`src/verilog/wb_pkg.sv`:
```
package wb_pkg;

   // ALU-writable EFLAGS bits: of, sf, zf, af, pf, cf
   localparam logic [31:0] WB_FLAGS_MASK = 32'h0000_08d5;

   // port 3 always writes a full doubleword
   localparam logic [1:0] WB_DR3_DATASIZE = 2'b10;

   // bit 1 of EFLAGS reads as one
   localparam logic [31:0] WB_FLAGS_RESET = 32'h0000_0002;

   typedef struct packed {
      logic ld_gpr3;
      logic ld_seg;
      logic ld_mm;
      logic ld_flags;
      logic ld_eip;
      logic ld_cs;
      logic pop_flags;
      logic save_neip;
      logic save_ncs;
      logic use_temp_neip;
      logic use_temp_ncs;
      logic is_cmps_first;
      logic is_cmps_second;
      logic is_halt;
      logic is_jne;
      logic is_jnbe;
      logic is_cmovc;
      logic mm_mem;
      logic push_flags;
      logic spare;
   } wb_ctrl_t;

   typedef struct packed {
      logic [24:0] rsvd_31_7;
      logic        zf;
      logic [4:0]  rsvd_5_1;
      logic        cf;
   } wb_eflags_t;

   // raw word for push/pop, named bits for conditions
   typedef union packed {
      logic [31:0] raw;
      wb_eflags_t  bits;
   } wb_flags_u;

   typedef struct packed {
      logic        valid;
      logic [31:0] neip;
      logic [15:0] ncs;
      wb_ctrl_t    ctrl;
      logic [1:0]  datasize;
      logic        ld_gpr1;
      logic        ld_gpr2;
      logic        dcache_write;
      logic        repne;
      logic [31:0] result_a;
      logic [31:0] result_b;
      logic [31:0] result_c;
      wb_flags_u   flags;
      logic [63:0] result_mm;
      logic [2:0]  dr1;
      logic [2:0]  dr2;
      logic [2:0]  dr3;
      logic [31:0] address;
   } wb_in_t;

   typedef struct packed {
      logic        ld;
      logic [2:0]  dr;
      logic [31:0] data;
   } wb_gpr_wr_t;

   typedef struct packed {
      logic ld_gpr1;
      logic ld_gpr2;
      logic ld_gpr3;
      logic ld_seg;
      logic ld_mm;
      logic ld_flags;
      logic ld_eip;
      logic ld_cs;
      logic dcache_write;
   } wb_commit_t;

endpackage

```
`src/verilog/wb_commit.sv`:
```
`timescale 1ns/1ps

module wb_commit (
   input  logic               [31:0] data1,
   input  wb_pkg::wb_in_t     wb_in,
   input  wb_pkg::wb_flags_u  cur_flags,
   input  wb_pkg::wb_flags_u  final_flags,
   input  logic               write_ready,
   output wb_pkg::wb_commit_t commit,
   output logic               halt,
   output logic               repne_terminate,
   output logic               stall,
   output logic [63:0]        dcache_data
);

   logic cf;
   logic zf;
   logic eip_cond;
   logic gpr2_cond;
   logic count_zero;
   logic qual;

   // conditions see the flags from before this micro-op
   assign cf = cur_flags.bits.cf;
   assign zf = cur_flags.bits.zf;

   always_comb begin
      if (wb_in.ctrl.is_jne) begin
         eip_cond = !zf;
      end else if (wb_in.ctrl.is_jnbe) begin
         eip_cond = !cf && !zf;
      end else begin
         eip_cond = 1'b1;
      end
   end

   // cmovc only moves on carry
   assign gpr2_cond = wb_in.ctrl.is_cmovc ? cf : 1'b1;

   // repne cmps stops on a match or when ecx runs out
   assign count_zero = (wb_in.result_c == 32'd0);

   assign repne_terminate = wb_in.valid &&
                            wb_in.ctrl.is_cmps_second &&
                            wb_in.repne &&
                            (final_flags.bits.zf || count_zero);

   assign halt = wb_in.valid && wb_in.ctrl.is_halt;

   // nothing architectural happens on an invalid or terminated pass
   assign qual = wb_in.valid && !repne_terminate;

   always_comb begin
      commit.ld_gpr1      = qual && wb_in.ld_gpr1;
      commit.ld_gpr2      = qual && wb_in.ld_gpr2 && gpr2_cond;
      commit.ld_gpr3      = qual && wb_in.ctrl.ld_gpr3;
      commit.ld_seg       = qual && wb_in.ctrl.ld_seg;
      commit.ld_mm        = qual && wb_in.ctrl.ld_mm;
      commit.ld_flags     = qual && wb_in.ctrl.ld_flags;
      commit.ld_eip       = qual && wb_in.ctrl.ld_eip && eip_cond;
      commit.ld_cs        = qual && wb_in.ctrl.ld_cs;
      commit.dcache_write = qual && wb_in.dcache_write;
   end

   // mmx stores write the full quadword
   always_comb begin
      if (wb_in.ctrl.mm_mem) begin
         dcache_data = wb_in.result_mm;
      end else begin
         dcache_data = {32'd0, data1};
      end
   end

   // hold the stage while the cache cannot take the store
   assign stall = commit.dcache_write && !write_ready;

endmodule

```
`src/verilog/wb_flags.sv`:
```
`timescale 1ns/1ps

module wb_flags (
   input  logic              clk,
   input  logic              arst_n,
   input  wb_pkg::wb_in_t    wb_in,
   input  logic              commit_ld_flags,
   input  logic              stall,
   output wb_pkg::wb_flags_u cur_flags,
   output wb_pkg::wb_flags_u final_flags
);

   wb_pkg::wb_flags_u flags_q;
   wb_pkg::wb_flags_u merged;

   // ALU owns the mask bits, everything else is kept
   always_comb begin
      merged.raw = (wb_in.flags.raw & wb_pkg::WB_FLAGS_MASK) |
                   (flags_q.raw & ~wb_pkg::WB_FLAGS_MASK);
   end

   // popf takes the whole word off the stack
   always_comb begin
      if (wb_in.ctrl.pop_flags) begin
         final_flags.raw = wb_in.result_a;
      end else begin
         final_flags = merged;
      end
   end

   always_ff @(posedge clk or negedge arst_n) begin
      if (!arst_n) begin
         flags_q.raw <= wb_pkg::WB_FLAGS_RESET;
      end else if (commit_ld_flags && !stall) begin
         flags_q <= final_flags;
      end
   end

   assign cur_flags = flags_q;

endmodule

```
`src/verilog/wb_operand_select.sv`:
```
`timescale 1ns/1ps

module wb_operand_select (
   input  logic              clk,
   input  logic              arst_n,
   input  wb_pkg::wb_in_t    wb_in,
   input  wb_pkg::wb_flags_u final_flags,
   input  logic              stall,
   output logic [31:0]       data1,
   output logic [31:0]       eip,
   output logic [15:0]       cs,
   output logic [31:0]       count
);

   logic [31:0] temp_q;
   logic [31:0] neip_q;
   logic [15:0] ncs_q;
   logic        advance;

   // a valid micro-op that is not held by the cache
   assign advance = wb_in.valid && !stall;

   // first CMPS operand, consumed by the second micro-op
   always_ff @(posedge clk or negedge arst_n) begin
      if (!arst_n) begin
         temp_q <= '0;
      end else if (advance && wb_in.ctrl.is_cmps_first) begin
         temp_q <= wb_in.result_a;
      end
   end

   // return address for far transfers
   always_ff @(posedge clk or negedge arst_n) begin
      if (!arst_n) begin
         neip_q <= '0;
         ncs_q  <= '0;
      end else begin
         if (advance && wb_in.ctrl.save_neip) begin
            neip_q <= wb_in.neip;
         end
         if (advance && wb_in.ctrl.save_ncs) begin
            ncs_q <= wb_in.ncs;
         end
      end
   end

   always_comb begin
      if (wb_in.ctrl.is_cmps_second) begin
         data1 = temp_q;
      end else if (wb_in.ctrl.push_flags) begin
         data1 = final_flags.raw;
      end else begin
         data1 = wb_in.result_a;
      end
   end

   assign eip   = wb_in.ctrl.use_temp_neip ? neip_q : wb_in.neip;
   assign cs    = wb_in.ctrl.use_temp_ncs ? ncs_q : wb_in.ncs;
   assign count = wb_in.result_c;

endmodule

```
`src/verilog/writeback.sv`:
```
`timescale 1ns/1ps

module writeback (
   input  logic               clk,
   input  logic               arst_n,
   input  wb_pkg::wb_in_t     wb_in,
   input  logic               write_ready,

   output wb_pkg::wb_gpr_wr_t gpr1,
   output wb_pkg::wb_gpr_wr_t gpr2,
   output wb_pkg::wb_gpr_wr_t gpr3,
   output logic [1:0]         datasize,
   output logic [1:0]         dr3_datasize,
   output logic               ld_seg,
   output logic [63:0]        mm_data,
   output logic               ld_mm,
   output logic [31:0]        eip,
   output logic               ld_eip,
   output logic [15:0]        cs,
   output logic               ld_cs,
   output wb_pkg::wb_flags_u  flags_out,
   output logic               ld_flags,
   output logic [63:0]        dcache_data,
   output logic [31:0]        dcache_address,
   output logic               dcache_write,

   output wb_pkg::wb_commit_t dep,
   output logic               halt,
   output logic               repne_terminate,
   output logic               stall,
   output wb_pkg::wb_flags_u  flags_fwd,
   output logic [31:0]        count_fwd
);

   wb_pkg::wb_flags_u  cur_flags;
   wb_pkg::wb_flags_u  final_flags;
   wb_pkg::wb_commit_t commit;
   logic [31:0]        data1;
   logic [31:0]        count;

   wb_flags u_flags (
      .clk             (clk),
      .arst_n          (arst_n),
      .wb_in           (wb_in),
      .commit_ld_flags (commit.ld_flags),
      .stall           (stall),
      .cur_flags       (cur_flags),
      .final_flags     (final_flags)
   );

   wb_operand_select u_operand_select (
      .clk         (clk),
      .arst_n      (arst_n),
      .wb_in       (wb_in),
      .final_flags (final_flags),
      .stall       (stall),
      .data1       (data1),
      .eip         (eip),
      .cs          (cs),
      .count       (count)
   );

   wb_commit u_commit (
      .data1           (data1),
      .wb_in           (wb_in),
      .cur_flags       (cur_flags),
      .final_flags     (final_flags),
      .write_ready     (write_ready),
      .commit          (commit),
      .halt            (halt),
      .repne_terminate (repne_terminate),
      .stall           (stall),
      .dcache_data     (dcache_data)
   );

   // register file write ports
   assign gpr1         = '{ld: commit.ld_gpr1, dr: wb_in.dr1, data: data1};
   assign gpr2         = '{ld: commit.ld_gpr2, dr: wb_in.dr2, data: wb_in.result_b};
   assign gpr3         = '{ld: commit.ld_gpr3, dr: wb_in.dr3, data: wb_in.result_c};
   assign datasize     = wb_in.datasize;
   assign dr3_datasize = wb_pkg::WB_DR3_DATASIZE;

   assign ld_seg   = commit.ld_seg;
   assign mm_data  = wb_in.result_mm;
   assign ld_mm    = commit.ld_mm;
   assign ld_eip   = commit.ld_eip;
   assign ld_cs    = commit.ld_cs;
   assign ld_flags = commit.ld_flags;

   // flags register and the forward path share one value
   assign flags_out = final_flags;
   assign flags_fwd = final_flags;

   assign dcache_address = wb_in.address;
   assign dcache_write   = commit.dcache_write;

   // dependency checks upstream see the qualified loads
   assign dep       = commit;
   assign count_fwd = count;

endmodule
```
`config.mk`:
```
export PLATFORM = sky130hd
export DESIGN_NAME = writeback
export DESIGN_NICKNAME = d
export VERILOG_FILES = /design/src/verilog/wb_pkg.sv /design/src/verilog/wb_commit.sv /design/src/verilog/wb_flags.sv /design/src/verilog/wb_operand_select.sv /design/src/verilog/writeback.sv
export SDC_FILE = /design/constraint.sdc
export NUM_CORES = 1
export LEC_CHECK = 0
export ABC_AREA = 1
export ABC_CLOCK_PERIOD_IN_PS = 2100
export BUFFER_PORTS_ARGS = -buffer_cell sky130_fd_sc_hd__buf_4
export CELL_PAD_IN_SITES_DETAIL_PLACEMENT = 0
export CELL_PAD_IN_SITES_GLOBAL_PLACEMENT = 1
export CORE_AREA = 2 2 294 296
export CTS_CLUSTER_DIAMETER = 40
export CTS_CLUSTER_SIZE = 16
export DETAILED_ROUTE_END_ITERATION = 8
export DIE_AREA = 0 0 296 298
export GPL_TIMING_DRIVEN = 0
export PLACE_DENSITY = 0.39
export SETUP_SLACK_MARGIN = 0.4
export SYNTH_ARGS = -nofsm -noshare
export SYNTH_HDL_FRONTEND = slang
export SYNTH_SLANG_ARGS = --single-unit
```
`constraint.sdc`:
```
create_clock -name clk -period 2.1 [get_ports clk]
set_input_delay 0.105 -clock clk [delete_from_list [all_inputs] [get_ports clk]]
set_output_delay 0.105 -clock clk [all_outputs]
set_load 0.02 [all_outputs]
```
==> summary.md, run 1 <==
Along the worst path, the maximum fanout reaches 10. The overall global routing resource usage was 11.9%; the count of final hold-check violations was 0. The synthesized netlist cell count was 1,264. Setup violations remaining at the end of the flow were counted as 0.

The average instance in the mapped netlist occupies 6.98 µm². For this design, the sink count on the clock tree is 108. The internal power summed over all cells is 5370 µW. The tools report the endpoint of the lowest-slack register-to-register path as u_flags.cur_flags[1]$_DFFE_PN1P_. Number of enable-type register cells in the synthesized netlist: 0. Yosys printed 0 warnings. The via count of the first global-routing pass was 11,000. The commonest cells after synthesis are 482 x sky130_fd_sc_hd__nand2_1, 256 x sky130_fd_sc_hd__buf_4, 107 x sky130_fd_sc_hd__dfrtp_1. Among all flip-flop cells after synthesis, the most frequent one is sky130_fd_sc_hd__dfrtp_1.

Clock latency on the worst-skew pair, taken at its later pin, is 0.37 ns. The tools report the maximum achievable frequency as 0.599 GHz. The number of pins exceeding their max-slew limit in the final report was 0.

Of the cells placed in the final design, the portion with a size suffix greater than 1 is 56.4%. The routed layout has 10,700 vias. In this run the power density over the cells is 523 nW/µm². Summed over all cells, the static leakage comes to 0.00916 µW. Layout-stage area growth over the synthesis result: 94.6%. The run gives 19.9% as the part of the total power dissipated in the clock network. The logs give 2.00 ns for the required time at the endpoint of the critical path and 1.56 ns for the arrival time of data at the critical path endpoint.

The boundary pin count was 745; the actual slew at the worst max-slew pin was 0.727 ns. The startpoint kind of the worst setup timing path is a primary input. The run gives 107 as the number of standard-cell rows in the floorplan.

The cell type contributing the most total cell area after synthesis is sky130_fd_sc_hd__dfrtp_1. Sequential elements use 30.6% of the synthesized area. For the number of antenna violations at the first check in global routing, the log shows 8. The run gives 0.326 mV as the maximum vdd drop. The top-area cell type share of the netlist area came out at 30.3%.

TritonCTS built the clock tree. The slack of the worst reg-to-reg path is 1.06 ns, and the count of maximum capacitance violations is 0. The final critical path time including I/O delays and setup was 1.67 ns; the net count of the finished layout was 2,359. After synthesis, the cell types taking the most area are sky130_fd_sc_hd__dfrtp_1 30%, sky130_fd_sc_hd__buf_4 22%, sky130_fd_sc_hd__nand2_1 21%. TritonCTS created 9 clock buffers. Among all cell types in the netlist, the one instantiated most often is sky130_fd_sc_hd__nand2_1.

For this run, asynchronously set or reset flops after synthesis account for 100%. The region available for standard cell placement spans 84,900 µm². Entering global routing, the biggest net connects 58 pins. The worst register-to-register path begins at u_flags.cur_flags[1]$_DFFE_PN1P_.

The worst-case reg-to-reg path depth was 5; the H-tree depth was 3. The root buffer cell chosen for the clock tree is sky130_fd_sc_hd__clkbuf_16. The logs give 2 for the maximum buffer depth of the clock tree and 6 for the iteration count of the initial detailed-routing pass. Once detailed placement completed, the half-perimeter wirelength came to 44,800 µm. The run finished with clean final reports. Synthesis produced a netlist with a net count of 1,575.

In this run the tool buffered the top-level ports with 631 buffer cells. Of the total power, combinational logic draws 51.5%. The destination of the critical timing path is dcache_data[21].

The logs give 433 for the DRC violation total after the first TritonRoute iteration and 0 ns for the clock skew. The switching power total came out at 3610 µW. The first global-routing pass estimated 76,700 µm of wire. From left edge to right edge, the die measures 296 µm. Using the TritonRoute via totals, the vias-per-cell ratio works out to 3.36.

The tools report the timing startpoint of the critical path as wb_in[240]. The switching part of the total works out to 40.2%. The worst setup path is captured at an output port. Setup repair after global routing could not meet its margin everywhere.

Clock-pin slew was measured on the worst setup and hold paths at 0.08 ns. The remaining global-route overflow was 0; the starting density of the core was 10.4%. The total power is 8980 µW, and the die footprint is 88,200 µm².

In the routed design, unresolved DRC markers number 0. For the wire length reported by the detailed router, the log shows 54,800 µm. The count of nets left with antenna violations once routing finished came out at 0. The post-synthesis instance area is 8820 µm².

The final critical path takes up 79.5% of the cycle. The congestion estimate from routability-driven global placement came to 0.787. The y dimension of the die was 298 µm; the portion of total power attributed to sequential cells was 28.6%. Dividing the detail-routed wire length by the instance count gives 17.1 µm.

The worst setup path is of the primary input to output port kind. The class of the most critical hold timing path was primary input to register. The end-of-flow core utilization is 20.2%, and the number of library cell types mapped by synthesis is 24. The headroom to the max-slew limit was 51.5%; the post-synthesis sequential element count was 108.
metal layers:
metal	part of all wire (%)	track usage [%]
met1	43	14.8
met2	51	21.4
met3	5.1	2.28
met4	0.85	2.00
met5	0.089	0
layout make-up:
cell class | count | area [µm²]
Fill cell | 9731 | 67700
Timing Repair Buffer | 773 | 6070
Multi-Input combinational cell | 777 | 4090
Sequential cell | 108 | 2700
Buffer | 328 | 2390
Tap cell | 1144 | 1430
Clock buffer | 12 | 236
Inverter | 51 | 198
Clock inverter | 4 | 35.0
Antenna cell | 2 | 5.00
state kept, by name (all words and copies together), names as in the netlist:
name                     cells
u_flags.cur_flags           28
u_operand_select.temp_q     32
u_operand_select.neip_q     32
u_operand_select.ncs_q      16
layout by cell type, fill, tap and decap left out, drive strengths merged:
master,synthesis,final
dlygate4sd3,0,78
clkbuf,42,49
o21ai,5,5
dlymetal6s4s,0,2
nand3,31,31
inv,51,51
conb,2,2
dfrtp,107,107
clkinvlp,0,3
buf,286,984
o211ai,1,1
dfstp,1,1
a21oi,64,64
nand4,81,81
nand2,484,484
mux2,48,48
nor2,61,61
diode,0,2
clkinv,0,1
logic make-up after synthesis:
kind of cell           Yosys count  synth area share [%]
AO/OA/AOI/OAI                   70                  4.08
other                            2                0.0851
multiplexers                    48                  6.13
AND/OR/NAND/NOR                657                  31.3
flip-flops                     108                  30.6
buffers and inverters          379                  27.8
timing repair:
action | CTS | global route
setup endpoints to repair | 286 | 114
hold buffers | 80 | 0
resized for setup | 105 | 68
pin swaps | 16 | 55
hold endpoints to repair | 129 | 0
setup buffers | 18 | 43
through the flow:
stage	worst slack [ns]	TNS [ns]	instances	hold WS (ns)	area (µm²)
after CTS	0.299	0	3154	0.00238	16600
after global routing	0.329	0	3198	0.0340	17200
after global placement	-0.770	-42.71	3039	0.360	15100
after floorplan	0.453	0	1264	-0.191	8900
final	0.431	0	3199	0.0389	17200
after detailed placement	-0.696	-38.47	3040	0.126	15100
power groups by stage:
stage / combinational (µW) / clock (µW) / sequential (µW)
floorplan: 2260 / 0 / 2550
global placement: 4240 / 0 / 2600
detailed placement: 4250 / 0 / 2610
CTS: 4540 / 1920 / 2570
global route: 5000 / 1960 / 2610
finish: 4620 / 1790 / 2570
critical path: stages:
cell and delay [ns]:
sky130_fd_sc_hd__clkbuf_2 0.26, sky130_fd_sc_hd__inv_4 0.22, sky130_fd_sc_hd__clkbuf_4 0.27, sky130_fd_sc_hd__a21oi_1 0.10, sky130_fd_sc_hd__a21oi_2 0.20, sky130_fd_sc_hd__nand2_1 0.10
sky130_fd_sc_hd__nand2_2 0.13, sky130_fd_sc_hd__buf_4 0.15
worst min-delay path by stage:
stage | startpoint | slack (ns) | to | cells past startpoint
2_1_floorplan | arst_n | -0.19 | u_flags.cur_flags[0]$_DFFE_PN0P_ | 0
3_3_place_gp | wb_in[278] | 0.36 | u_operand_select.neip_q[3]$_DFFE_PN0P_ | 3
3_5_place_dp | arst_n | 0.13 | u_operand_select.neip_q[16]$_DFFE_PN0P_ | 1
4_1_cts | wb_in[221] | 0.002 | u_operand_select.temp_q[20]$_DFFE_PN0P_ | 3
5_1_grt | wb_in[221] | 0.03 | u_operand_select.temp_q[20]$_DFFE_PN0P_ | 3
6_report | wb_in[221] | 0.04 | u_operand_select.temp_q[20]$_DFFE_PN0P_ | 3
Power figures use the tool's default switching activity.
==> run 2, diff against run 1 <==
- ABC_AREA: 1 -> 0
- ABC_CLOCK_PERIOD_IN_PS: 2100 -> 1700
- CORE_AREA: 2 2 294 296 -> 2 2 291 293
- DIE_AREA: 0 0 296 298 -> 0 0 293 295
- PLACE_DENSITY: 0.39 -> 0.37
- clock period: 2.1 -> 1.7 ns (I/O delays scaled with it)
==> run 2 against run 1 <==
Net effect:
- sequential power is 37% higher
- largest cell class unchanged
- synthesized cell count is 38% lower
- global-route usage is 1.2 points lower
- register-to-register slack worse by 0.75 ns
- critical path type is now register to output port
- combinational power is 97% higher
- critical endpoint is now dcache_data[28]
- the flow now finishes with violations (negative setup slack)
==> summary.md, run 2 <==
745 I/O pins were placed. The number of enable-type register cells in the synthesized netlist is 0. The number of placed instances, taps included, is 2,501. Power comes to 15,000 µW. The run gives 9,140 as the via count of the first global-routing pass. TritonCTS built the clock tree. The floorplan step set the die height to 295 µm.

Power spread over the standard cell area amounts to 772 nW/µm². For the antenna violation net count after detailed routing, the log shows 0. Summed over all instances, the cell type with the most area after synthesis is sky130_fd_sc_hd__dfrtp_1.

The cell with the most instances after synthesis was sky130_fd_sc_hd__buf_4. The arrival time of data at the critical path endpoint is 1.81 ns, and the count of placed standard cells in the final layout, fillers left out is 2,741. The run gives 0 as the number of pins exceeding their max-slew limit in the final report. Of the total power, registers draw 23.6%. Global routing used 10.7% of the available tracks. The maximum vdd drop is 0.406 mV. The number of antenna cells inserted was 0; the starting density of the core was 10.4%. The wire-length estimate of the detail-placed layout is 38,200 µm. The post-synthesis instance area was 8650 µm².

The worst-case reg-to-reg path depth works out to 5. The internal power of the cells totals 9600 µW. Kind of end point of the critical path: an output port. The worst register-to-register path ends at u_flags.cur_flags[13]$_DFFE_PN0P_. Summed over all layers, the global routing overflow is 0. The die is 293 µm wide. Setup violations remaining at the end of the flow were counted as 84. The analysis attributes to cell leakage a power of 0.00974 µW. Clock skew: 0 ns. The run finished, with violations left.

After clock tree synthesis, the clock-pin slew on the worst setup and hold paths is 0.10 ns. The logs give 33 for the number of library cell types mapped by synthesis and 41.4% for the headroom to the max-slew limit. The class of the most critical hold timing path was primary input to register. The final reports fail on negative setup slack.

The switching part of the total is 36.0%. Using the TritonRoute via totals, the vias-per-cell ratio works out to 3.19. The commonest cells after synthesis are 249 x sky130_fd_sc_hd__buf_4, 148 x sky130_fd_sc_hd__mux2_2, 107 x sky130_fd_sc_hd__dfrtp_1. The share of the clock period used by the worst path was 111%. Counting flops with an async set or reset pin after synthesis yields a share of 100%. Timing startpoint of the critical path: u_flags.cur_flags[28]$_DFFE_PN0P_. The final layout contains 1,967 nets. The part of the total power dissipated in the clock network came out at 15.7%.

The most used flip-flop cell after synthesis is sky130_fd_sc_hd__dfrtp_1. Setup repair after global routing could not meet its margin everywhere. The placeable core region came out at 83,200 µm². The setup path with the least slack is of type register to output port. The H-tree depth is 3. The clock drives 108 sinks. Number of standard-cell rows in the floorplan: 106.

After the first detailed-routing iteration, the DRC count stood at 189. Summed over all layers, the routed wires come to 48,800 µm. The count of maximum capacitance violations was 0; the least setup slack across all paths after layout was -0.191 ns. The number of DRC violations after detailed routing came out at 0.

During synthesis, Yosys emitted a total of 0 warnings. The tools report the number of antenna violations at the first check in global routing as 4. The library cells used most frequently in the layout, excluding fill and tap cells, are 739 x sky130_fd_sc_hd__buf_4, 265 x sky130_fd_sc_hd__buf_6, 205 x sky130_fd_sc_hd__mux2_4. The layout-stage area growth over the synthesis result is 124%.

The startpoint kind of the worst setup timing path was a register. Yosys attributes the largest share of cell area to sky130_fd_sc_hd__dfrtp_1 31%, sky130_fd_sc_hd__buf_4 22%, sky130_fd_sc_hd__mux2_2 19%. The die covers 86,400 µm². The routability congestion estimate from global placement is 0.826.

The synthesized netlist cell count came out at 786. In the final timing run, aggregate negative setup slack is -6.32 ns. The synthesized design contains 108 register bits. Across all layers, the routed design uses 8,747 vias. The run gives 5390 µW as the switching power total. The worst path needs 1.89 ns of the cycle, external delays included. Entering global routing, the biggest net connects 73 pins. Along the worst path, the maximum fanout reaches 2.

Combinational cells account for 60.7% of the total power. STA puts the critical path data required time at 1.62 ns. The tools report the count of fill cells added during filler insertion as 9,084.

The per-instance average area after synthesis was 11.0 µm²; the count of final hold-check violations was 0. The actual slew at the worst max-slew pin works out to 0.879 ns. In this run the critical register-to-register path is launched from u_flags.cur_flags[13]$_DFFE_PN0P_. Synthesis produced a netlist with a net count of 1,097. Counting the buffers created by CTS gives 9.

The tree is rooted in a sky130_fd_sc_hd__clkbuf_16. After synthesis, the largest area contributor takes up 30.9% of total cell area. For the maximum achievable frequency, the log shows 0.529 GHz.

For this run, the register share of the synthesized area comes to 31.3%. Following the worst setup path forward leads to its endpoint at dcache_data[28]. The fraction of final layout cells sized beyond drive strength 1 was 82.2%.

The first global-routing pass estimated 66,700 µm of wire. In the final routed layout, each cell accounts on average for 17.8 µm. The worst register-to-register path has a setup slack of 0.31 ns. Most common cell after layout, fill and taps aside: sky130_fd_sc_hd__buf_4. The iteration count of the initial detailed-routing pass is 4.

Clock latency on the worst-skew pair, taken at its later pin, is 0.39 ns. The clock passes through at most 2 buffers. In this run the tool buffered the top-level ports with 634 buffer cells.
## run 2: worst min-delay path by stage
stage               cells past startpoint                                      end        from
floorplan                               0         u_flags.cur_flags[0]$_DFFE_PN0P_      arst_n
global placement                        2   u_operand_select.ncs_q[12]$_DFFE_PN0P_  wb_in[271]
detailed placement                      1  u_operand_select.temp_q[15]$_DFFE_PN0P_      arst_n
CTS                                     3        u_flags.cur_flags[25]$_DFFE_PN0P_  wb_in[226]
global route                            3        u_flags.cur_flags[25]$_DFFE_PN0P_  wb_in[226]
finish                                  3        u_flags.cur_flags[25]$_DFFE_PN0P_  wb_in[226]
## run 2: metrics by stage
stage | worst slack [ns] | util, % | hold slack, ns | cell area [µm²]
after CTS | -0.285 | 22.6 | 0.0819 | 18800
final | -0.191 | 23.3 | 0.113 | 19400
after global placement | -0.909 | 18.5 | 0.326 | 15400
after floorplan | 0.106 | - | -0.211 | 9260
after global routing | -0.290 | 23.3 | 0.0959 | 19400
after detailed placement | -0.889 | 18.5 | 0.0538 | 15400
## run 2: critical path, stage by stage (launching register included)
cell	delay (ns)
sky130_fd_sc_hd__dfrtp_1	0.39
sky130_fd_sc_hd__mux2_4	0.30
sky130_fd_sc_hd__mux2i_4	0.17
sky130_fd_sc_hd__o21ai_4	0.12
sky130_fd_sc_hd__mux2_4	0.29
sky130_fd_sc_hd__buf_6	0.13
## run 2: cells by family after synthesis
group / share of synthesized area (%)
compound gates: 2.83
buf+inv: 23.9
flops: 31.3
mux: 35.3
other cells: 0.0868
simple gates: 6.62
## run 2: what timing repair did
| item | CTS | global route |
|---|---|---|
| resized for setup | 343 | 72 |
| endpoints found under the setup margin | 324 | 295 |
| setup buffers | 90 | 43 |
| cloned | 10 | 0 |
| endpoints found under the hold margin | 116 | 0 |
| pin swaps | 34 | 7 |
| hold buffers | 81 | 0 |
## run 2: per-layer routing
metal,GRT usage [%],wire [µm],up-vias
met4,1.48,271,4
met2,19.2,25500,305
met3,2.67,2740,15
li1,-,-,4179
met1,13.2,20200,4244
met5,0,27,-
## run 2: area by class of cell
cell class              count  area, µm²  share of cell area [%]
repair buffers            858       7890                    40.7
multi-input cells         391       4780                    24.6
flip-flops and latches    108       2700                    13.9
plain buffers             284       2370                    12.2
well taps                1080       1350                    6.97
clock buffers               9        225                    1.16
clock inverters             7       66.3                   0.342
inverters                   4       15.0                  0.0774
## run 2: power groups by stage
stage | Sequential [µW] | Clock (µW) | Combinational [µW]
after CTS | 3520 | 2520 | 8600
after global routing | 3600 | 2590 | 9650
after floorplan | 3470 | 0 | 4200
after detailed placement | 3550 | 0 | 6970
after global placement | 3550 | 0 | 6950
final | 3530 | 2350 | 9100
==> run 3, diff against run 2 <==
- ABC_AREA: 0 -> 1
- CORE_AREA: 2 2 291 293 -> 2 2 288 290
- CTS_BUF_LIST: unset -> sky130_fd_sc_hd__clkbuf_8
- CTS_CLUSTER_SIZE: 16 -> unset
- DIE_AREA: 0 0 293 295 -> 0 0 290 292
- PLACE_DENSITY: 0.37 -> 0.4
==> run 3 against run 2 <==
Net effect:
- clock power down 21%
- clock skew stayed put
- critical path depth up 14
- register-to-register slack better by 0.20 ns
- the flow still finishes with violations (negative setup slack)
- largest cell class unchanged
==> summary.md, run 3 (synthesis results as in run 1) <==
The run finished, with violations left. The checks that failed: negative setup slack. The kind of critical path was primary input to register. The placeable core region is 81,600 µm².

In the layout the commonest cells are 748 x sky130_fd_sc_hd__buf_4, 318 x sky130_fd_sc_hd__buf_6, 219 x sky130_fd_sc_hd__nand2_1. After detailed placement, the design holds a cell count of 2,966. The run gives 85,800 µm as the global-route wire length before repair. In the final routed layout, each cell accounts on average for 18.7 µm.

The overall global routing resource usage was 13.9%. The tool flagged a number of max-cap violations equal to 0. The power density of the placed cells is 604 nW/µm². The required time at the endpoint of the critical path was 2.05 ns.

Most common cell after layout, fill and taps aside: sky130_fd_sc_hd__buf_4. The longest clock path from root to sink contains 2 buffers. At the pin with the least slew margin, the transition time is 0.910 ns.

The share of total power dissipated in sequential elements is 25.2%. The floorplan step defined a die boundary enclosing 84,700 µm². The final route contains 11,700 vias. The run gives 10.8% as the starting density of the core. For the internal power summed over all cells, the log shows 7740 µW.

Entering global routing, the biggest net connects 69 pins. Layout-stage area growth over the synthesis result: 142%. For the number of DRC violations after detailed routing, the log shows 0. Counting the buffers created by CTS gives 9.

The least setup slack across all paths after layout came out at -0.0352 ns. Class of the most critical hold timing path: primary input to register. The CTS clock-pin slew for the worst setup and hold paths was 0.13 ns; the H-tree depth was 3. For the CTS sink count, the log shows 108.

For the total power, the log shows 12,900 µW. The logs give 61,400 µm for the wire length reported by the detailed router and 2.08 ns for the arrival time of data at the critical path endpoint. The tools report the insertion delay to the later sink of the worst-skew pair as 0.45 ns.

The maximum achievable frequency is 0.576 GHz. TritonCTS built the clock tree. STA classifies the critical path startpoint as a primary input. Setup repair after global routing could not meet its margin everywhere.

After detailed routing, the number of vias per cell comes to 3.57. Cells with a size suffix above 1 make up 71.2% of the layout. The y dimension of the die works out to 292 µm.

In this run the tool buffered the top-level ports with 631 buffer cells. After the first detailed-routing iteration, the DRC count stood at 390. The tree is rooted in a sky130_fd_sc_hd__clkbuf_8.

The switching part of the total is 40.0%. The tightest hold margin came out at 0.0553 ns. The share of the clock period used by the worst path came out at 102%.

Kind of end point of the critical path: a register. The number of setup violations in the final report was 7. The via count of the first global-routing pass was 11,900. Of the total power, combinational logic draws 60.3%. The clock arrives with 0 ns of skew. The clock network accounts for 14.4% of the total power. The final layout contains 2,517 nets.

Once layout is complete, the cells apart from fillers number 3,286. The run gives 5 as the iteration count of the initial detailed-routing pass. The HPWL after detailed placement is 47,100 µm. The number of pins exceeding their max-slew limit in the final report was 0; the antenna violation net count after detailed routing was 0.

In this run the worst path has a maximum fanout of 5. Across the VDD grid, the largest voltage drop is 0.323 mV. 745 I/O pins were placed. The count of final hold-check violations is 0. The worst path needs 1.74 ns of the cycle, external delays included.

For this design the total switching power over the nets is 5170 µW. Measured against its own limit, the worst slew margin works out to 39.3%. The congestion estimate from routability-driven global placement came to 0.840. Summed over all cells, the static leakage comes to 0.0110 µW. The number of standard-cell rows in the floorplan was 105.

The die outline width was 290 µm; the remaining global-route overflow was 0. The tools report the number of antenna violations at the first check in global routing as 11.
run 3: cell types whose count changed in the layout (fill, tap and decap cells not counted), sizes merged, moves of 8 or more:
cell    previous run  this run
nand2             36       484
mux2             218        48
buf             1042      1134
nand4              2        81
a21oi              4        64
nor2               3        61
inv                8        53
and2              34         0
mux2i             32         0
nand3              3        31
o21ai             33         5
clkbuf            28        51
nor4               8         0
run 3: path summary, 6_finish.rpt:
path | from | to | depth (start not counted) | slack [ns]
min in group asynchronous | arst_n | u_operand_select.temp_q[18]$_DFFE_PN0P_ | 2 | 0.16
min | wb_in[251] | u_operand_select.neip_q[0]$_DFFE_PN0P_ | 3 | 0.06
max reg2reg | u_flags.cur_flags[1]$_DFFE_PN1P_ | u_flags.cur_flags[1]$_DFFE_PN1P_ | 7 | 0.51
max in group asynchronous | arst_n | u_operand_select.ncs_q[1]$_DFFE_PN0P_ | 3 | 0.75
min reg2reg | u_flags.cur_flags[1]$_DFFE_PN1P_ | u_flags.cur_flags[1]$_DFFE_PN1P_ | 2 | 0.48
max | wb_in[163] | u_operand_select.temp_q[19]$_DFFE_PN0P_ | 19 | -0.04
run 3: power groups by stage:
| stage | Combinational [µW] | Clock [µW] | Sequential, µW |
|---|---|---|---|
| final | 7790 | 1860 | 3260 |
| after global routing | 8290 | 2110 | 3310 |
| after CTS | 7200 | 2050 | 3240 |
| after detailed placement | 5500 | 0 | 3220 |
| after global placement | 5480 | 0 | 3220 |
| after floorplan | 3030 | 0 | 3160 |
run 3: area by class of cell:
cell class,instances,area [µm²]
antenna,5,12.5
tap,1070,1340
multi-input combinational,777,5450
timing repair buffer,931,8780
sequential,108,2710
clock buffer,9,124
fill,8901,60200
inverter,51,194
clock inverter,7,72.6
buffer,328,2710
run 3: critical path, cell delays in order:
cell and delay, ns:
sky130_fd_sc_hd__buf_6 0.12, sky130_fd_sc_hd__nor2_2 0.11, sky130_fd_sc_hd__nand2_2 0.08, sky130_fd_sc_hd__nor2_4 0.10
sky130_fd_sc_hd__nand2_2 0.07, sky130_fd_sc_hd__o21ai_4 0.17, sky130_fd_sc_hd__nand2_4 0.10, sky130_fd_sc_hd__buf_6 0.13
sky130_fd_sc_hd__buf_12 0.11, sky130_fd_sc_hd__nand4_4 0.07, sky130_fd_sc_hd__buf_6 0.12, sky130_fd_sc_hd__buf_12 0.10
sky130_fd_sc_hd__buf_12 0.11, sky130_fd_sc_hd__nand3_4 0.09, sky130_fd_sc_hd__buf_6 0.15, sky130_fd_sc_hd__buf_6 0.12
sky130_fd_sc_hd__buf_16 0.14, sky130_fd_sc_hd__nand2_2 0.05, sky130_fd_sc_hd__nand2_1 0.04
run 3: metrics by stage:
| stage | cell area, µm² | util [%] | TNS, ns | setup WS [ns] |
|---|---|---|---|---|
| floorplan | 9480 | - | 0 | 0.369 |
| global placement | 15600 | 19.1 | -73.37 | -0.754 |
| detailed placement | 15600 | 19.1 | -64.82 | -0.642 |
| CTS | 20000 | 24.5 | -2.20 | -0.109 |
| global route | 21400 | 26.2 | -3.06 | -0.171 |
| finish | 21400 | 26.2 | -0.193 | -0.0352 |
run 3: per-layer routing:
metal | routed length, µm | share of wire [%] | vias up | track usage, %
met5 | 49 | 0.080 | - | 0
met4 | 627 | 1.0 | 8 | 2.22
met3 | 3670 | 6.0 | 33 | 3.89
met2 | 30900 | 50 | 368 | 24.1
met1 | 26100 | 43 | 5639 | 17.4
li1 | - | - | 5673 | -
run 3: what timing repair did:
| action | in CTS | in global routing |
|---|---|---|
| hold buffers | 82 | 0 |
| endpoints found under the hold margin | 123 | 0 |
| gates cloned | 14 | 1 |
| resized for setup | 597 | 221 |
| buffers inserted | 129 | 73 |
| endpoints found under the setup margin | 323 | 294 |
| pin swaps | 116 | 137 |
